**config.mk**
```make
export PLATFORM = sky130hd
export DESIGN_NAME = bf16_muldiv_unit
export DESIGN_NICKNAME = d
export VERILOG_FILES = /design/src/design/bf16_pkg.sv /design/src/design/long_div_u16_by_u8.sv /design/src/design/bf16_div.sv /design/src/design/bf16_mul.sv /design/src/design/bf16_muldiv_unit.sv
export VERILOG_INCLUDE_DIRS = /design/src /design/src/design
export SDC_FILE = /design/constraint.sdc
export NUM_CORES = 1
export LEC_CHECK = 0
export BUFFER_PORTS_ARGS = -buffer_cell sky130_fd_sc_hd__clkbuf_2
export CORE_AREA = 2 2 228 230
export CTS_CLUSTER_DIAMETER = 40
export DETAILED_ROUTE_END_ITERATION = 7
export DIE_AREA = 0 0 230 232
export GPL_ROUTABILITY_DRIVEN = 0
export PLACE_DENSITY_LB_ADDON = 0.12
export SETUP_SLACK_MARGIN = 0.3
export SYNTH_ARGS = -nofsm -noshare
export SYNTH_HDL_FRONTEND = slang
export SYNTH_SLANG_ARGS = --single-unit
```
**constraint.sdc**
```tcl
create_clock -name clk -period 23.8 [get_ports clk]
set_clock_uncertainty 0.15 [all_clocks]
set_input_delay 4.76 -clock clk [delete_from_list [all_inputs] [get_ports clk]]
set_output_delay 4.76 -clock clk [all_outputs]
set_load 0.02 [all_outputs]
```
**src/design/bf16_settings.svh**
```systemverilog
`ifndef BF16_SETTINGS_SVH
`define BF16_SETTINGS_SVH

// bfloat16 word layout
// sign, 8 exponent bits, 7 stored mantissa bits
`define BF16_WIDTH 16
`define BF16_EXP_WIDTH 8
`define BF16_MANT_WIDTH 7

// significand with the hidden bit in front of the mantissa
`define BF16_FRAC_WIDTH 8

// exponent bias of the encoded exponent
`define BF16_BIAS 127

// first encoded exponent that no longer fits
`define BF16_MAX_ENC_EXP 255

// largest finite magnitude, used on overflow
`define BF16_SAT_ENC_EXP 8'd254
`define BF16_SAT_MANT 7'h7f

// quotient bits retired per long divider iteration
// radix 16
`define LONG_DIV_RADIX_BITS 4

`endif

```
**src/design/bf16_pkg.sv**
```systemverilog
`include "bf16_settings.svh"

package bf16_pkg;

	// encoded fields of one bfloat16 word
	typedef struct packed
	{
		logic sign;
		logic [`BF16_EXP_WIDTH-1:0] enc_exp;
		logic [`BF16_MANT_WIDTH-1:0] enc_mant;
	} bf16_fields_t;

	// raw view for the ports, field view for the arithmetic
	typedef union packed
	{
		logic [`BF16_WIDTH-1:0] raw;
		bf16_fields_t fields;
	} bf16_word_u;

	// operation select at the top level
	typedef enum logic
	{
		op_mul,
		op_div
	} bf16_op_e;

	// command into a multiply or divide unit
	typedef struct packed
	{
		logic start;
		bf16_word_u a;
		bf16_word_u b;
	} binop_in_t;

	// result out of a multiply or divide unit
	typedef struct packed
	{
		logic data_valid;
		logic can_accept_cmd;
		bf16_word_u data;
	} oper_out_t;

	// long divider command
	// dividend is 16 bits, divisor is one significand
	typedef struct packed
	{
		logic start;
		logic [`BF16_WIDTH-1:0] dividend;
		logic [`BF16_FRAC_WIDTH-1:0] divisor;
	} long_div_in_t;

	typedef struct packed
	{
		logic data_valid;
		logic can_accept_cmd;
		logic [`BF16_WIDTH-1:0] quotient;
	} long_div_out_t;

	// bfloat16 divider FSM
	typedef enum logic [1:0]
	{
		st_div_idle,
		st_div_wait_quot,
		st_div_normalize,
		st_div_finish
	} div_state_e;

	// long divider FSM
	typedef enum logic
	{
		st_ld_idle,
		st_ld_iterate
	} long_div_state_e;

endpackage

```
**src/design/long_div_u16_by_u8.sv**
```systemverilog
`include "bf16_settings.svh"

module long_div_u16_by_u8
(
	input logic clk,
	input logic reset,
	input bf16_pkg::long_div_in_t in,
	output bf16_pkg::long_div_out_t out
);

	bf16_pkg::long_div_state_e state;

	// dividend digits leave at the top, quotient digits enter at the bottom
	// after the last iteration this holds the whole quotient
	logic [`BF16_WIDTH-1:0] work;

	// partial remainder, always below the divisor
	logic [`BF16_FRAC_WIDTH-1:0] rem;
	logic [`BF16_FRAC_WIDTH-1:0] divisor;
	logic [1:0] iter_count;
	logic data_valid;
	logic can_accept_cmd;
	logic accept;

	// remainder shifted by one radix digit, plus trial multiples
	logic [`BF16_FRAC_WIDTH+`LONG_DIV_RADIX_BITS-1:0] div_ext;
	logic [`BF16_FRAC_WIDTH+`LONG_DIV_RADIX_BITS-1:0] shifted;
	logic [`BF16_FRAC_WIDTH+`LONG_DIV_RADIX_BITS-1:0] trial;
	logic [`BF16_FRAC_WIDTH+`LONG_DIV_RADIX_BITS-1:0] fit;
	logic [`BF16_FRAC_WIDTH+`LONG_DIV_RADIX_BITS-1:0] rem_next;
	logic [`LONG_DIV_RADIX_BITS-1:0] digit;

	assign accept = in.start && can_accept_cmd;

	assign out.data_valid = data_valid;
	assign out.can_accept_cmd = can_accept_cmd;
	assign out.quotient = work;

	assign div_ext = {{`LONG_DIV_RADIX_BITS{1'b0}}, divisor};

	// one radix-16 step
	// pick the largest multiple of the divisor not above shifted
	always_comb
	begin
		shifted = {rem, work[`BF16_WIDTH-1 -: `LONG_DIV_RADIX_BITS]};
		trial = '0;
		fit = '0;
		digit = '0;
		for (int i = 1; i < (1 << `LONG_DIV_RADIX_BITS); i++)
		begin
			// running sum gives i times the divisor
			trial = trial + div_ext;
			if (trial <= shifted)
			begin
				fit = trial;
				digit = i[`LONG_DIV_RADIX_BITS-1:0];
			end
		end
		// zero divisor fits every time, so the digit ends up all ones
		rem_next = shifted - fit;
	end

	always_ff @(posedge clk)
	begin
		if (reset)
		begin
			state <= bf16_pkg::st_ld_idle;
			iter_count <= '0;
			data_valid <= 1'b0;
			can_accept_cmd <= 1'b1;
			work <= '0;
		end
		else
		begin
			case (state)
			bf16_pkg::st_ld_idle:
			begin
				if (accept)
				begin
					state <= bf16_pkg::st_ld_iterate;
					work <= in.dividend;
					divisor <= in.divisor;
					rem <= '0;
					iter_count <= '0;
					data_valid <= 1'b0;
					can_accept_cmd <= 1'b0;
				end
			end

			bf16_pkg::st_ld_iterate:
			begin
				work <= {work[`BF16_WIDTH-`LONG_DIV_RADIX_BITS-1:0], digit};
				rem <= rem_next[`BF16_FRAC_WIDTH-1:0];
				iter_count <= iter_count + 2'd1;
				// four digits make the 16-bit quotient
				if (iter_count == 2'((`BF16_WIDTH / `LONG_DIV_RADIX_BITS) - 1))
				begin
					state <= bf16_pkg::st_ld_idle;
					data_valid <= 1'b1;
					can_accept_cmd <= 1'b1;
				end
			end
			endcase
		end
	end

	// no command may land in the middle of an iteration
	assert property (@(posedge clk) disable iff (reset)
		!(in.start && (state == bf16_pkg::st_ld_iterate)));

	// each step leaves a remainder below the divisor
	assert property (@(posedge clk) disable iff (reset)
		((state == bf16_pkg::st_ld_iterate) && (divisor != '0)) |-> (rem_next < div_ext));

endmodule

```
**src/design/bf16_div.sv**
```systemverilog
`include "bf16_settings.svh"

module bf16_div
(
	input logic clk,
	input logic reset,
	input bf16_pkg::binop_in_t in,
	output bf16_pkg::oper_out_t out
);

	bf16_pkg::div_state_e state;
	bf16_pkg::long_div_in_t ld_in;
	bf16_pkg::long_div_out_t ld_out;

	logic accept;

	// significands of the incoming operands
	logic [`BF16_FRAC_WIDTH-1:0] sig_a;
	logic [`BF16_FRAC_WIDTH-1:0] sig_b;

	// captured at accept
	logic [`BF16_FRAC_WIDTH-1:0] cap_sig_b;
	logic [`BF16_EXP_WIDTH-1:0] cap_exp_a;
	logic [`BF16_EXP_WIDTH-1:0] cap_exp_b;
	logic ret_sign;

	// working quotient and exponent
	logic [`BF16_WIDTH-1:0] ret_sig;
	logic signed [`BF16_WIDTH-1:0] ret_exp;
	logic signed [`BF16_WIDTH-1:0] exp_diff;

	logic data_valid;
	logic can_accept_cmd;
	bf16_pkg::bf16_word_u data;

	long_div_u16_by_u8 long_div
	(
		.clk(clk),
		.reset(reset),
		.in(ld_in),
		.out(ld_out)
	);

	assign accept = in.start && can_accept_cmd;

	// hidden bit only for a non-zero exponent
	assign sig_a = {|in.a.fields.enc_exp, in.a.fields.enc_mant};
	assign sig_b = {|in.b.fields.enc_exp, in.b.fields.enc_mant};

	// long divider starts on the same edge as the accept
	// dividend gets 8 fraction bits below the significand
	assign ld_in.start = accept;
	assign ld_in.dividend = {sig_a, {`BF16_FRAC_WIDTH{1'b0}}};
	assign ld_in.divisor = sig_b;

	// ea - eb + bias, wide and signed so both ends can be detected
	assign exp_diff = `BF16_WIDTH'(cap_exp_a) - `BF16_WIDTH'(cap_exp_b)
		+ `BF16_WIDTH'(`BF16_BIAS);

	assign out.data_valid = data_valid;
	assign out.can_accept_cmd = can_accept_cmd;
	assign out.data = data;

	always_ff @(posedge clk)
	begin
		if (reset)
		begin
			state <= bf16_pkg::st_div_idle;
			data_valid <= 1'b0;
			can_accept_cmd <= 1'b1;
			data <= '0;
		end
		else
		begin
			case (state)
			bf16_pkg::st_div_idle:
			begin
				if (accept)
				begin
					state <= bf16_pkg::st_div_wait_quot;
					cap_sig_b <= sig_b;
					cap_exp_a <= in.a.fields.enc_exp;
					cap_exp_b <= in.b.fields.enc_exp;
					ret_sign <= in.a.fields.sign ^ in.b.fields.sign;
					data_valid <= 1'b0;
					can_accept_cmd <= 1'b0;
				end
			end

			bf16_pkg::st_div_wait_quot:
			begin
				if (ld_out.data_valid)
				begin
					state <= bf16_pkg::st_div_normalize;
					// x / 0 gives a signed zero
					if (cap_sig_b == '0)
					begin
						ret_sig <= '0;
					end
					else
					begin
						ret_sig <= ld_out.quotient;
					end
					ret_exp <= exp_diff;
				end
			end

			bf16_pkg::st_div_normalize:
			begin
				state <= bf16_pkg::st_div_finish;
				// quotient of two 1.x values lies in 0.5 to 2
				if (ret_sig == '0)
				begin
					ret_exp <= '0;
				end
				else if (ret_sig[`BF16_FRAC_WIDTH])
				begin
					ret_sig <= ret_sig >> 1;
				end
				else
				begin
					ret_exp <= ret_exp - 1'b1;
				end
			end

			bf16_pkg::st_div_finish:
			begin
				state <= bf16_pkg::st_div_idle;
				data_valid <= 1'b1;
				can_accept_cmd <= 1'b1;
				data.fields.sign <= ret_sign;
				// underflow flushes, overflow saturates, truncating mantissa
				if (ret_exp[`BF16_WIDTH-1])
				begin
					data.fields.enc_exp <= '0;
					data.fields.enc_mant <= '0;
				end
				else if (ret_exp >= `BF16_MAX_ENC_EXP)
				begin
					data.fields.enc_exp <= `BF16_SAT_ENC_EXP;
					data.fields.enc_mant <= `BF16_SAT_MANT;
				end
				else
				begin
					data.fields.enc_exp <= ret_exp[`BF16_EXP_WIDTH-1:0];
					data.fields.enc_mant <= ret_sig[`BF16_MANT_WIDTH-1:0];
				end
			end
			endcase
		end
	end

	// quotient only turns valid while this FSM waits for it
	assert property (@(posedge clk) disable iff (reset)
		$rose(ld_out.data_valid) |-> (state == bf16_pkg::st_div_wait_quot));

	// long divider is always free when a divide is accepted
	assert property (@(posedge clk) disable iff (reset)
		accept |-> ld_out.can_accept_cmd);

endmodule

```
**src/design/bf16_mul.sv**
```systemverilog
`include "bf16_settings.svh"

module bf16_mul
(
	input logic clk,
	input logic reset,
	input bf16_pkg::binop_in_t in,
	output bf16_pkg::oper_out_t out
);

	logic accept;

	// one flag per pipeline step
	logic norm_pending;
	logic fin_pending;

	// captured operands
	logic ret_sign;
	logic [`BF16_FRAC_WIDTH-1:0] cap_sig_a;
	logic [`BF16_FRAC_WIDTH-1:0] cap_sig_b;
	logic [`BF16_EXP_WIDTH-1:0] cap_exp_a;
	logic [`BF16_EXP_WIDTH-1:0] cap_exp_b;

	// product of two 1.x significands, in 1 to 4
	logic [`BF16_WIDTH-1:0] product;
	logic signed [`BF16_WIDTH-1:0] exp_sum;

	logic [`BF16_MANT_WIDTH-1:0] ret_mant;
	logic signed [`BF16_WIDTH-1:0] ret_exp;

	logic data_valid;
	logic can_accept_cmd;
	bf16_pkg::bf16_word_u data;

	assign accept = in.start && can_accept_cmd;

	assign product = cap_sig_a * cap_sig_b;
	assign exp_sum = `BF16_WIDTH'(cap_exp_a) + `BF16_WIDTH'(cap_exp_b)
		- `BF16_WIDTH'(`BF16_BIAS);

	assign out.data_valid = data_valid;
	assign out.can_accept_cmd = can_accept_cmd;
	assign out.data = data;

	always_ff @(posedge clk)
	begin
		if (reset)
		begin
			norm_pending <= 1'b0;
			fin_pending <= 1'b0;
			data_valid <= 1'b0;
			can_accept_cmd <= 1'b1;
			data <= '0;
		end
		else
		begin
			norm_pending <= accept;
			fin_pending <= norm_pending;
			if (accept)
			begin
				// hidden bit only for a non-zero exponent
				cap_sig_a <= {|in.a.fields.enc_exp, in.a.fields.enc_mant};
				cap_sig_b <= {|in.b.fields.enc_exp, in.b.fields.enc_mant};
				cap_exp_a <= in.a.fields.enc_exp;
				cap_exp_b <= in.b.fields.enc_exp;
				ret_sign <= in.a.fields.sign ^ in.b.fields.sign;
				data_valid <= 1'b0;
				can_accept_cmd <= 1'b0;
			end
			if (norm_pending)
			begin
				// zero product ends as a signed zero
				if (product == '0)
				begin
					ret_mant <= '0;
					ret_exp <= '0;
				end
				else if (product[`BF16_WIDTH-1])
				begin
					ret_mant <= product[`BF16_WIDTH-2 -: `BF16_MANT_WIDTH];
					ret_exp <= exp_sum + 1'b1;
				end
				else
				begin
					ret_mant <= product[`BF16_WIDTH-3 -: `BF16_MANT_WIDTH];
					ret_exp <= exp_sum;
				end
			end
			if (fin_pending)
			begin
				data_valid <= 1'b1;
				can_accept_cmd <= 1'b1;
				data.fields.sign <= ret_sign;
				// flush on underflow, saturate on overflow
				if (ret_exp[`BF16_WIDTH-1])
				begin
					data.fields.enc_exp <= '0;
					data.fields.enc_mant <= '0;
				end
				else if (ret_exp >= `BF16_MAX_ENC_EXP)
				begin
					data.fields.enc_exp <= `BF16_SAT_ENC_EXP;
					data.fields.enc_mant <= `BF16_SAT_MANT;
				end
				else
				begin
					data.fields.enc_exp <= ret_exp[`BF16_EXP_WIDTH-1:0];
					data.fields.enc_mant <= ret_mant;
				end
			end
		end
	end

	// two normal operands never leave the product below bit 14
	assert property (@(posedge clk) disable iff (reset)
		(norm_pending && (cap_exp_a != '0) && (cap_exp_b != '0))
		|-> (product[`BF16_WIDTH-1] || product[`BF16_WIDTH-2]));

endmodule

```
**src/design/bf16_muldiv_unit.sv**
```systemverilog
module bf16_muldiv_unit
(
	input logic clk,
	input logic reset,
	input logic start,
	input bf16_pkg::bf16_op_e op,
	input bf16_pkg::bf16_word_u a,
	input bf16_pkg::bf16_word_u b,
	output logic data_valid,
	output logic can_accept_cmd,
	output bf16_pkg::bf16_word_u result
);

	bf16_pkg::binop_in_t mul_in;
	bf16_pkg::binop_in_t div_in;
	bf16_pkg::oper_out_t mul_out;
	bf16_pkg::oper_out_t div_out;

	logic accept;

	// op of the last accepted command, selects the output
	bf16_pkg::bf16_op_e op_q;

	bf16_mul mul
	(
		.clk(clk),
		.reset(reset),
		.in(mul_in),
		.out(mul_out)
	);

	bf16_div div
	(
		.clk(clk),
		.reset(reset),
		.in(div_in),
		.out(div_out)
	);

	// new command only when neither unit is busy
	assign can_accept_cmd = mul_out.can_accept_cmd && div_out.can_accept_cmd;
	assign accept = start && can_accept_cmd;

	// start goes only to the selected unit
	assign mul_in.start = accept && (op == bf16_pkg::op_mul);
	assign mul_in.a = a;
	assign mul_in.b = b;
	assign div_in.start = accept && (op == bf16_pkg::op_div);
	assign div_in.a = a;
	assign div_in.b = b;

	always_ff @(posedge clk)
	begin
		if (reset)
		begin
			op_q <= bf16_pkg::op_mul;
		end
		else if (accept)
		begin
			op_q <= op;
		end
	end

	// no registers here, latency is that of the selected unit
	always_comb
	begin
		if (op_q == bf16_pkg::op_div)
		begin
			data_valid = div_out.data_valid;
			result = div_out.data;
		end
		else
		begin
			data_valid = mul_out.data_valid;
			result = mul_out.data;
		end
	end

	// every accepted command makes the selected unit busy on the next cycle
	assert property (@(posedge clk) disable iff (reset)
		accept |=> !can_accept_cmd);

endmodule

```
; Word level (Yosys, flattened, before mapping)
; Index checks and enable logic that the tools add are counted.
[word_totals]
out_inout_bits = 18
regBits = 191
input_bits = 36
wordCells = 180
[op_classes]
reduce_logical = 28
multipliers = 1
bitwise_logic = 4
add_sub_neg = 22
eq_ne = 11
order_cmp = 17
mux = 66
[op_table]
columns = operator, count
row1 = $mux W16, 10
row2 = $le A12 B12 Y1, 11
row3 = $mux W8, 16
row4 = $add A12 B8 Y12, 10
row5 = $pmux W16 S2, 3
row6 = $mux W15, 4
row7 = $mux W4, 14
row8 = $ge A16 B9 Y1 const B, 2
row9 = $logic_not A16 Y1, 2
row10 = $add A8 B8 Y9, 2
row11 = $add A16 B1 Y16 const B, 1
row12 = $add A16 B7 Y16 const B, 1
row13 = $mul A8 B8 Y16, 1
row14 = $pmux W8 S2, 1
row15 = $reduce_or A8 Y1, 2
row16 = $sub A16 B1 Y16 const B, 1
row17 = $sub A16 B7 Y16 const B, 1
row18 = $add A11 B8 Y12, 1
row19 = $le A10 B12 Y1, 1
row20 = $le A11 B12 Y1, 1
row21 = $le A8 B12 Y1, 1
row22 = $le A9 B12 Y1, 1
row23 = $reduce_and A2 Y1, 6
row24 = $add A10 B8 Y11, 1
row25 = 25 further kinds, 55

; Depth between registers and ports, before layout
; Gate-level depths: netlist of the first run.
[depth]
word_depth = 18
ltp_mapped = 71
mapped_depth_nobuf = 70

; Hierarchy
; Synthesis of the first run repeated with hierarchy kept, for this count alone.
[hier_totals]
cells_unflattened = 2320
hier_area_um2 = 20983.9
[modules_own_cells]
columns = module, seq_area_each_um2, area_each_um2, instances, cells_each
row1 = long_div_u16_by_u8, 900.9, 11229.5, 1, 1398
row2 = bf16_mul, 1931.9, 5392.7, 1, 527
row3 = bf16_div, 2112.0, 4037.6, 1, 368
row4 = bf16_muldiv_unit, 20.0, 324.1, 1, 27

; Worst setup path after synthesis of the first run
; Ideal clock, no wire load.
[synth_path]
kind = register to register
from = reg div.long_div.divisor[1]
to = reg div.long_div.rem[7], data pin
arrival_ps = 13630
period_less_slack_ps = 14046
path_buffers = 2
setup_time_ps = 266
required_ps = 23384
path_stages_with_launch = 70
slack_ps = 9754
path_cell_list = edfxtp_1 buf_2 inv_1 ha_1 nor2b_4 or2_2 a21oi_1 xnor2_1 ha_1 o21ai_0 nor2_1 a21oi_1 ha_1 o21a_1 o31a_1 a21oi_1 ha_1 inv_1 (+34 left out) nand4_1 or2_2 o21ai_0 o22a_1 and2_1 clkbuf_1 o2111ai_1 o22ai_1 ha_1 a21o_1 a21o_1 a21o_1 a21o_1 a21o_1 a21oi_1 xnor2_1 xnor2_1 nor2_1
[synth_between]
elab_chain_len = 18
elab_cells_between_ends = 46
cone_classes = 15 x add/sub / 15 x order compare / 16 x mux
[synth_lines]
columns = item, line
row1 = start: declaration, long_div_u16_by_u8.sv:19  ; logic [`BF16_FRAC_WIDTH-1:0] divisor;
row2 = start signal: assignment, long_div_u16_by_u8.sv:82  ; divisor <= in.divisor;
row3 = $add A8 B8 Y9 or $le A8 B12 Y1 (tied branches), "long_div_u16_by_u8.sv:52, long_div_u16_by_u8.sv:53"
row4 = "$add A9 B8 Y10, or another cell as far along", long_div_u16_by_u8.sv:52  ; trial = trial + div_ext;
row5 = "$add A10 B8 Y11, or another cell as far along", long_div_u16_by_u8.sv:52
row6 = "$add A11 B8 Y12, or another cell as far along", long_div_u16_by_u8.sv:52
row7 = "$add A12 B8 Y12, or another cell as far along (10 in series)", long_div_u16_by_u8.sv:52
row8 = $le A12 B12 Y1 or $mux W8 (tied branches), long_div_u16_by_u8.sv:53  ; if (trial <= shifted)
row9 = $mux W8 (*), long_div_u16_by_u8.sv:53
row10 = $sub A8 B8 Y8 (*), long_div_u16_by_u8.sv:60  ; rem_next = shifted - fit;
row11 = $pmux W8 S2 (*), long_div_u16_by_u8.sv:75  ; case (state)
row12 = end signal: assignment, long_div_u16_by_u8.sv:93  ; rem <= rem_next[`BF16_FRAC_WIDTH-1:0];
row13 = end: declaration, long_div_u16_by_u8.sv:18  ; logic [`BF16_FRAC_WIDTH-1:0] rem;
; Mark *: on every way between the ends. The rest lies on a longest branch, timed or not.
; A chain may end at the register's enable or synchronous reset.

; Final worst setup path of the first run
; Ends and elaborated chain as after synthesis.

==> key figures, run 1 <==
Outcome
  • Run status: complete, no violations

Synthesis
  • Count of state elements after synthesis: 191
  • Most used DFF post-synth: edfxtp_1
  • Mean instance size in the synthesized netlist: 9.11 sq um
  • Share of the synthesized netlist area taken by xor and xnor gates: 7.87%
  • Net count of the mapped netlist: 2,597
  • Cell count after synthesis: 2,206
  • Synth warn: 0
  • Synth Area in Compound Gates: 18.8%
  • Synthesized area: 0.0201 sq mm
  • Multiplexer share of the synthesized area: 3.59%
  • Sequential cell area fraction in the yosys report: 25.4%
  • Combinational family with the most area after synthesis: adder cells
  • Share of synthesized cell area in and, or, nand and nor gates: 16.4%
  • Post-synth EDFFs: ~130
  • Share of flip-flops with an asynchronous set or reset after synthesis: 0%
  • Adder-Cell Fraction of Synth Area: 23.9%
  • Count of different cell masters after synthesis: 104

Routing
  • Initial detailed-routing violation count: 875
  • Wirelength, routed: a little under 60,000 um
  • Vias after detailed routing: 16,475
  • Post-detailed-route DRC marker count: 0
  • DRT Pass-1 Iters: 5
  • Wire length per cell after detailed routing: 19.6 um
  • Number of nets still failing antenna checks after routing: 0
  • Per-cell via count in the routed design: 5.59

Clock tree
  • Clock tree buffer depth: 2
  • Clock tree from TritonCTS: built
  • CTS Hold Buffers Added: 0
  • Total number of H-tree levels: 4
  • Insertion delay to the later sink of the worst-skew pair: 0.45 ns
  • Number of buffers inserted by post-CTS setup repair: 0
  • Clk root buf: clkbuf_16
  • Number of clock sinks seen by CTS: 191
  • Count of instances resized after the clock tree is built: 0
  • TritonCTS Buffers: 17
  • Clock transition at the registers of the reported paths: 0.08 ns

Floorplan
  • Initial Util: between 30% and 40%
  • Number of placement rows: 83
  • Area enclosed by the die boundary: 0.0534 sq mm
  • Core region area: 0.0509 sq mm
  • Height of the die: 232 um
  • Top-level port count: 54
  • Die boundary width: about 230 um

Finish
  • Net count, final: approximately 2,600
  • Proportion of layout cells with a drive suffix above 1: 8.57%
  • Relative area change from synthesis to final layout: 8.30%
  • Design Area, Final: 0.0218 sq mm

Critical path
  • Kind of end point of the critical path: flip-flop
  • Critical Path Source Type: flip-flop
  • Kind of critical path: reg2reg
  • Slowest library cell on the worst path: edfxtp_1
  • Worst EP arrival: around 17 ns
  • Largest stage delay on the critical path: 0.78 ns
  • Crit path top cell by count: ha_1
  • Worst EP required: 23.84 ns
  • CP max FO: 16

Timing
  • Number of failing hold endpoints at the final stage: 0
  • RSZ-0062 raised after global routing: false
  • Portion of the clock cycle consumed by the worst path in the final layout: 70.5%
  • Fmax: around 0.060 GHz
  • Pin slew with the least headroom to its limit: 1.24 ns
  • Setup Viol. Count Final: 0
  • Final critical delay including setup and external delays: ~17 ns
  • Sum Neg Setup Slack: 0 ns
  • Final Slew Violations: 0
  • Slew Limit Headroom: 16.5%

Global route
  • Pin count of the biggest net entering global routing: 55
  • Number of antenna violations at the first check in global routing: 1
  • Aggregate global-route resource usage: 21.8%
  • Residual overflow from global routing: 0
  • Wire length of the first global-routing pass: 91,700 um
  • Vias in the first global route: about 17,000

Place
  • IO Port Bufs: 53
  • Placed Instance Area: ~0.021 sq mm
  • HPWL after detailed placement: 45,500 um

Min path
  • Hold/Removal Path Class: reg2reg

Job
  • Total of max-cap violations: 0
-- cells in the mapped netlist, drive strengths merged, types with 14 or more instances --
master,count,area [sq um]
nor3,29,150
inv,154,578
and2,74,463
or2,16,100
xor2,55,504
a31oi,19,125
fa,46,921
dfxtp,62,1240
nand2b,28,175
o21ai,110,554
xnor2,109,1010
o21a,24,180
nor2,203,764
nand4,34,213
nand3,20,100
a22o,16,140
o21bai,30,229
mux2i,39,403
a221oi,14,123
a21oi,138,691
clkbuf,46,174
and3,16,105
nor2b,44,283
nand2,130,495
ha,309,3870
mux2,28,319
a21o,106,796
nor4,18,113
edfxtp,129,3870
-- metrics by stage --
stage / hold slack, ns / setup slack [ns] / cells / util (%)
after floorplan: 0.262 / 9.75 / 2206 / -
after global placement: 0.281 / 7.58 / 2912 / 41.7
after detailed placement: 0.282 / 7.13 / 2912 / 41.7
after CTS: 0.295 / 7.09 / 2944 / 42.8
after global routing: 0.314 / 5.72 / 2944 / 42.8
final: 0.292 / 7.02 / 2945 / 42.8
-- layout make-up --
class | count | area, sq um
Fill cell | 5088 | 29100
Multi-Input combinational cell | 1806 | 14200
Sequential cell | 191 | 5110
Tap cell | 680 | 851
Inverter | 155 | 582
Timing Repair Buffer | 80 | 468
Clock buffer | 17 | 425
Clock inverter | 15 | 143
Antenna cell | 1 | 2.50
-- sequential cells by signal, indices dropped and copies added (netlist names), 7 cells and up --
| register | count |
|---|---|
| div.cap_exp_a | 8 |
| mul.cap_exp_a | 8 |
| mul.cap_sig_a | 8 |
| div.long_div.divisor | 8 |
| mul.cap_exp_b | 8 |
| div.cap_sig_b | 8 |
| div.data | 16 |
| div.long_div.rem | 8 |
| div.long_div.work | 16 |
| div.cap_exp_b | 8 |
| mul.ret_exp | 16 |
| div.ret_exp | 16 |
| mul.data | 16 |
| mul.ret_mant | 7 |
| mul.cap_sig_b | 8 |
| div.ret_sig | 16 |
-- per-layer routing --
metal / global-route usage (%) / wire [um]
met3: 2.58 / 1900
met1: 27.8 / 26200
met5: 0 / 0
met4: 7.84 / 1910
met2: 38.0 / 27700
-- path summary, 6_finish.rpt --
check	startpoint	endpoint	slack, ns	cells after the start
worst min-delay path	mul.can_accept_cmd$_SDFFE_PP1P_	mul.can_accept_cmd$_SDFFE_PP1P_	0.29	2
worst min register to register	mul.can_accept_cmd$_SDFFE_PP1P_	mul.can_accept_cmd$_SDFFE_PP1P_	0.29	2
worst max-delay path	div.long_div.divisor[1]$_DFFE_PP_	div.long_div.rem[7]$_SDFFCE_PN0P_	7.02	59
worst max register to register	div.long_div.divisor[1]$_DFFE_PP_	div.long_div.rem[7]$_SDFFCE_PN0P_	7.02	59
-- placed cells by master (no fill, tap or decap), types with 28 or more instances in the layout --
cell / count
nor2_1: 200
nand4_1: 34
clkbuf_2: 53
a21o_1: 106
ha_1: 309
dfxtp_1: 62
nor2b_1: 42
inv_1: 153
nor3_1: 28
xor2_1: 52
edfxtp_1: 129
xnor2_1: 105
and2_1: 74
a21oi_1: 138
nand2_1: 129
mux2i_1: 38
nand2b_1: 28
o21bai_1: 29
fa_1: 46
o21ai_0: 102
-- cells by family after synthesis --
group | count (synthesis)
simple gates | 650
compound gates | 565
fa+ha+maj | 356
buf+inv | 209
flops | 191
xor+xnor | 167
mux | 67
other cells | 1
-- worst max-delay path, delay by kind of cell (launching register included) --
family,cells,cell delay (ns)
AO/OA/AOI/OAI,20,5.52
buffers and inverters,1,0.12
AND/OR/NAND/NOR,12,1.53
XOR/XNOR,10,2.55
adder cells (fa/ha/maj),16,5.83
flip-flops,1,0.78
Power of run 1 is left out: the tool's default activity adds up to more than one toggle a clock period on the data nets, which glitch-free logic cannot reach.
==> run 2: changes to the inputs <==
==> constraint.sdc (replaced) <==
create_clock -name clk -period 16.7 [get_ports clk]
set_clock_uncertainty 0.15 [all_clocks]
set_input_delay 3.34 -clock clk [delete_from_list [all_inputs] [get_ports clk]]
set_output_delay 3.34 -clock clk [all_outputs]
set_load 0.02 [all_outputs]
==> key figures, run 2 (synthesized netlist as in run 1, its figures left out) <==
Place
  • HPWL after detailed placement: between 40,000 and 50,000 um
  • IO Port Bufs: 53

Clock tree
  • Clock tree from TritonCTS: built
  • Clk root buf: clkbuf_16
  • Clock tree buffer depth: 2
  • Total number of H-tree levels: 4
  • CTS Hold Buffers Added: 0
  • Insertion delay to the later sink of the worst-skew pair: 0.43 ns
  • Clock transition at the registers of the reported paths: roughly 0.070 ns
  • Number of clock sinks seen by CTS: 191
  • TritonCTS Buffers: 17

Timing
  • Pin slew with the least headroom to its limit: 1.30 ns
  • Setup Viol. Count Final: 0
  • RSZ-0062 raised after global routing: false
  • Fmax: approximately 0.064 GHz
  • Sum Neg Setup Slack: 0 ns
  • Portion of the clock cycle consumed by the worst path in the final layout: 93.1%
  • Slew Limit Headroom: 13.6%
  • Number of failing hold endpoints at the final stage: 0
  • Final critical delay including setup and external delays: 15.54 ns
  • Final Slew Violations: 0

Routing
  • DRT Pass-1 Iters: 5
  • Initial detailed-routing violation count: 965
  • Post-detailed-route DRC marker count: 0
  • Wire length per cell after detailed routing: 19.6 um
  • Number of nets still failing antenna checks after routing: 0
  • Vias after detailed routing: about 16,000
  • Wirelength, routed: 57,900 um
  • Per-cell via count in the routed design: 5.57

Critical path
  • CP max FO: 9
  • Worst EP arrival: 15.57 ns
  • Slowest library cell on the worst path: edfxtp_1
  • Crit path top cell by count: ha_1
  • Worst EP required: 16.72 ns
  • Critical Path Source Type: flip-flop
  • Kind of critical path: reg2reg
  • Kind of end point of the critical path: flip-flop
  • Largest stage delay on the critical path: 0.47 ns

Finish
  • Most frequent standard cell in the layout excluding fill and tap cells: ha_1
  • Proportion of layout cells with a drive suffix above 1: 9.59%
  • Number of antenna cells inserted: 0
  • Relative area change from synthesis to final layout: 9.33%
  • Net count, final: 2,651
  • Number of filler cells placed in the layout: 5,070
  • Most frequent cells in the layout: ha_1 (307), nor2_1 (200), inv_1 (153)

Global route
  • Vias in the first global route: 16,706
  • Number of antenna violations at the first check in global routing: 2
  • Aggregate global-route resource usage: around 22%
  • Residual overflow from global routing: 0
  • Wire length of the first global-routing pass: between 90,000 and 100,000 um
  • Pin count of the biggest net entering global routing: 55

Floorplan
  • Height of the die: 232 um
  • Initial Util: 39.5%
  • Die boundary width: ~230 um
  • Number of placement rows: slightly above 80
  • Top-level port count: 54
  • Area enclosed by the die boundary: 0.0534 sq mm
  • Core region area: 0.0509 sq mm

Job
  • Total of max-cap violations: 0

Outcome
  • Run status: complete, no violations

Min path
  • Hold/Removal Path Class: reg2reg
run 2: cell count changes in the layout (fill, tap and decap cells not counted), moves of 3 or more:
cell       change
buf_4          +9
bufinv_16      +3
clkinv_4       -3
inv_6          +4
xnor2_1        -7
xnor2_2        +7
run 2: worst max-delay path: cells and delay by family, from the launching register on:
kind	cells	cell delay (ns)
flip-flops	1	0.47
buffers and inverters	4	0.55
AO/OA/AOI/OAI	25	4.62
XOR/XNOR	10	2.15
adder cells (fa/ha/maj)	15	4.76
AND/OR/NAND/NOR	14	2.55
run 2: final timing paths:
path	from	endpoint	slack, ns	cells past startpoint
max	div.long_div.divisor[1]$_DFFE_PP_	div.long_div.rem[7]$_SDFFCE_PN0P_	1.16	68
min	mul.data[6]$_SDFFE_PP0P_	mul.data[6]$_SDFFE_PP0P_	0.30	2
max reg2reg	div.long_div.divisor[1]$_DFFE_PP_	div.long_div.rem[7]$_SDFFCE_PN0P_	1.16	68
min reg2reg	mul.data[6]$_SDFFE_PP0P_	mul.data[6]$_SDFFE_PP0P_	0.30	2
run 2: per-stage QoR:
step	cell area [sq um]	util [%]	hold WS [ns]	worst slack, ns	cells
6_report	22000	43.2	0.298	1.16	2953
5_1_grt	22000	43.2	0.317	0.240	2953
4_1_cts	21800	42.9	0.307	0.338	2947
3_5_place_dp	21200	41.7	0.289	0.328	2915
3_3_place_gp	21200	41.7	0.283	0.627	2915
2_1_floorplan	20100	-	0.262	2.65	2206
run 2: final cells by class:
type	instances	area, sq um	area share (%)
flip-flops and latches	191	5110	23.3
clock buffers	17	425	1.94
well taps	680	851	3.87
clock inverters	15	195	0.888
multi-input cells	1806	14300	64.9
repair buffers	89	536	2.44
inverters	155	582	2.65
run 2: routing by layer:
layer,global-route usage [%],up-vias,wire (um)
li1,-,8077,-
met1,28.3,7946,26300
met2,38.2,334,27800
met3,2.43,75,2160
met4,6.37,2,1570
met5,0,-,7
run 2: timing repair:
item,CTS,global route
setup endpoints to repair,1,5
resized for setup,1,16
setup buffers,0,6
pin swaps,0,2
Power of run 2 is left out for the same reason.
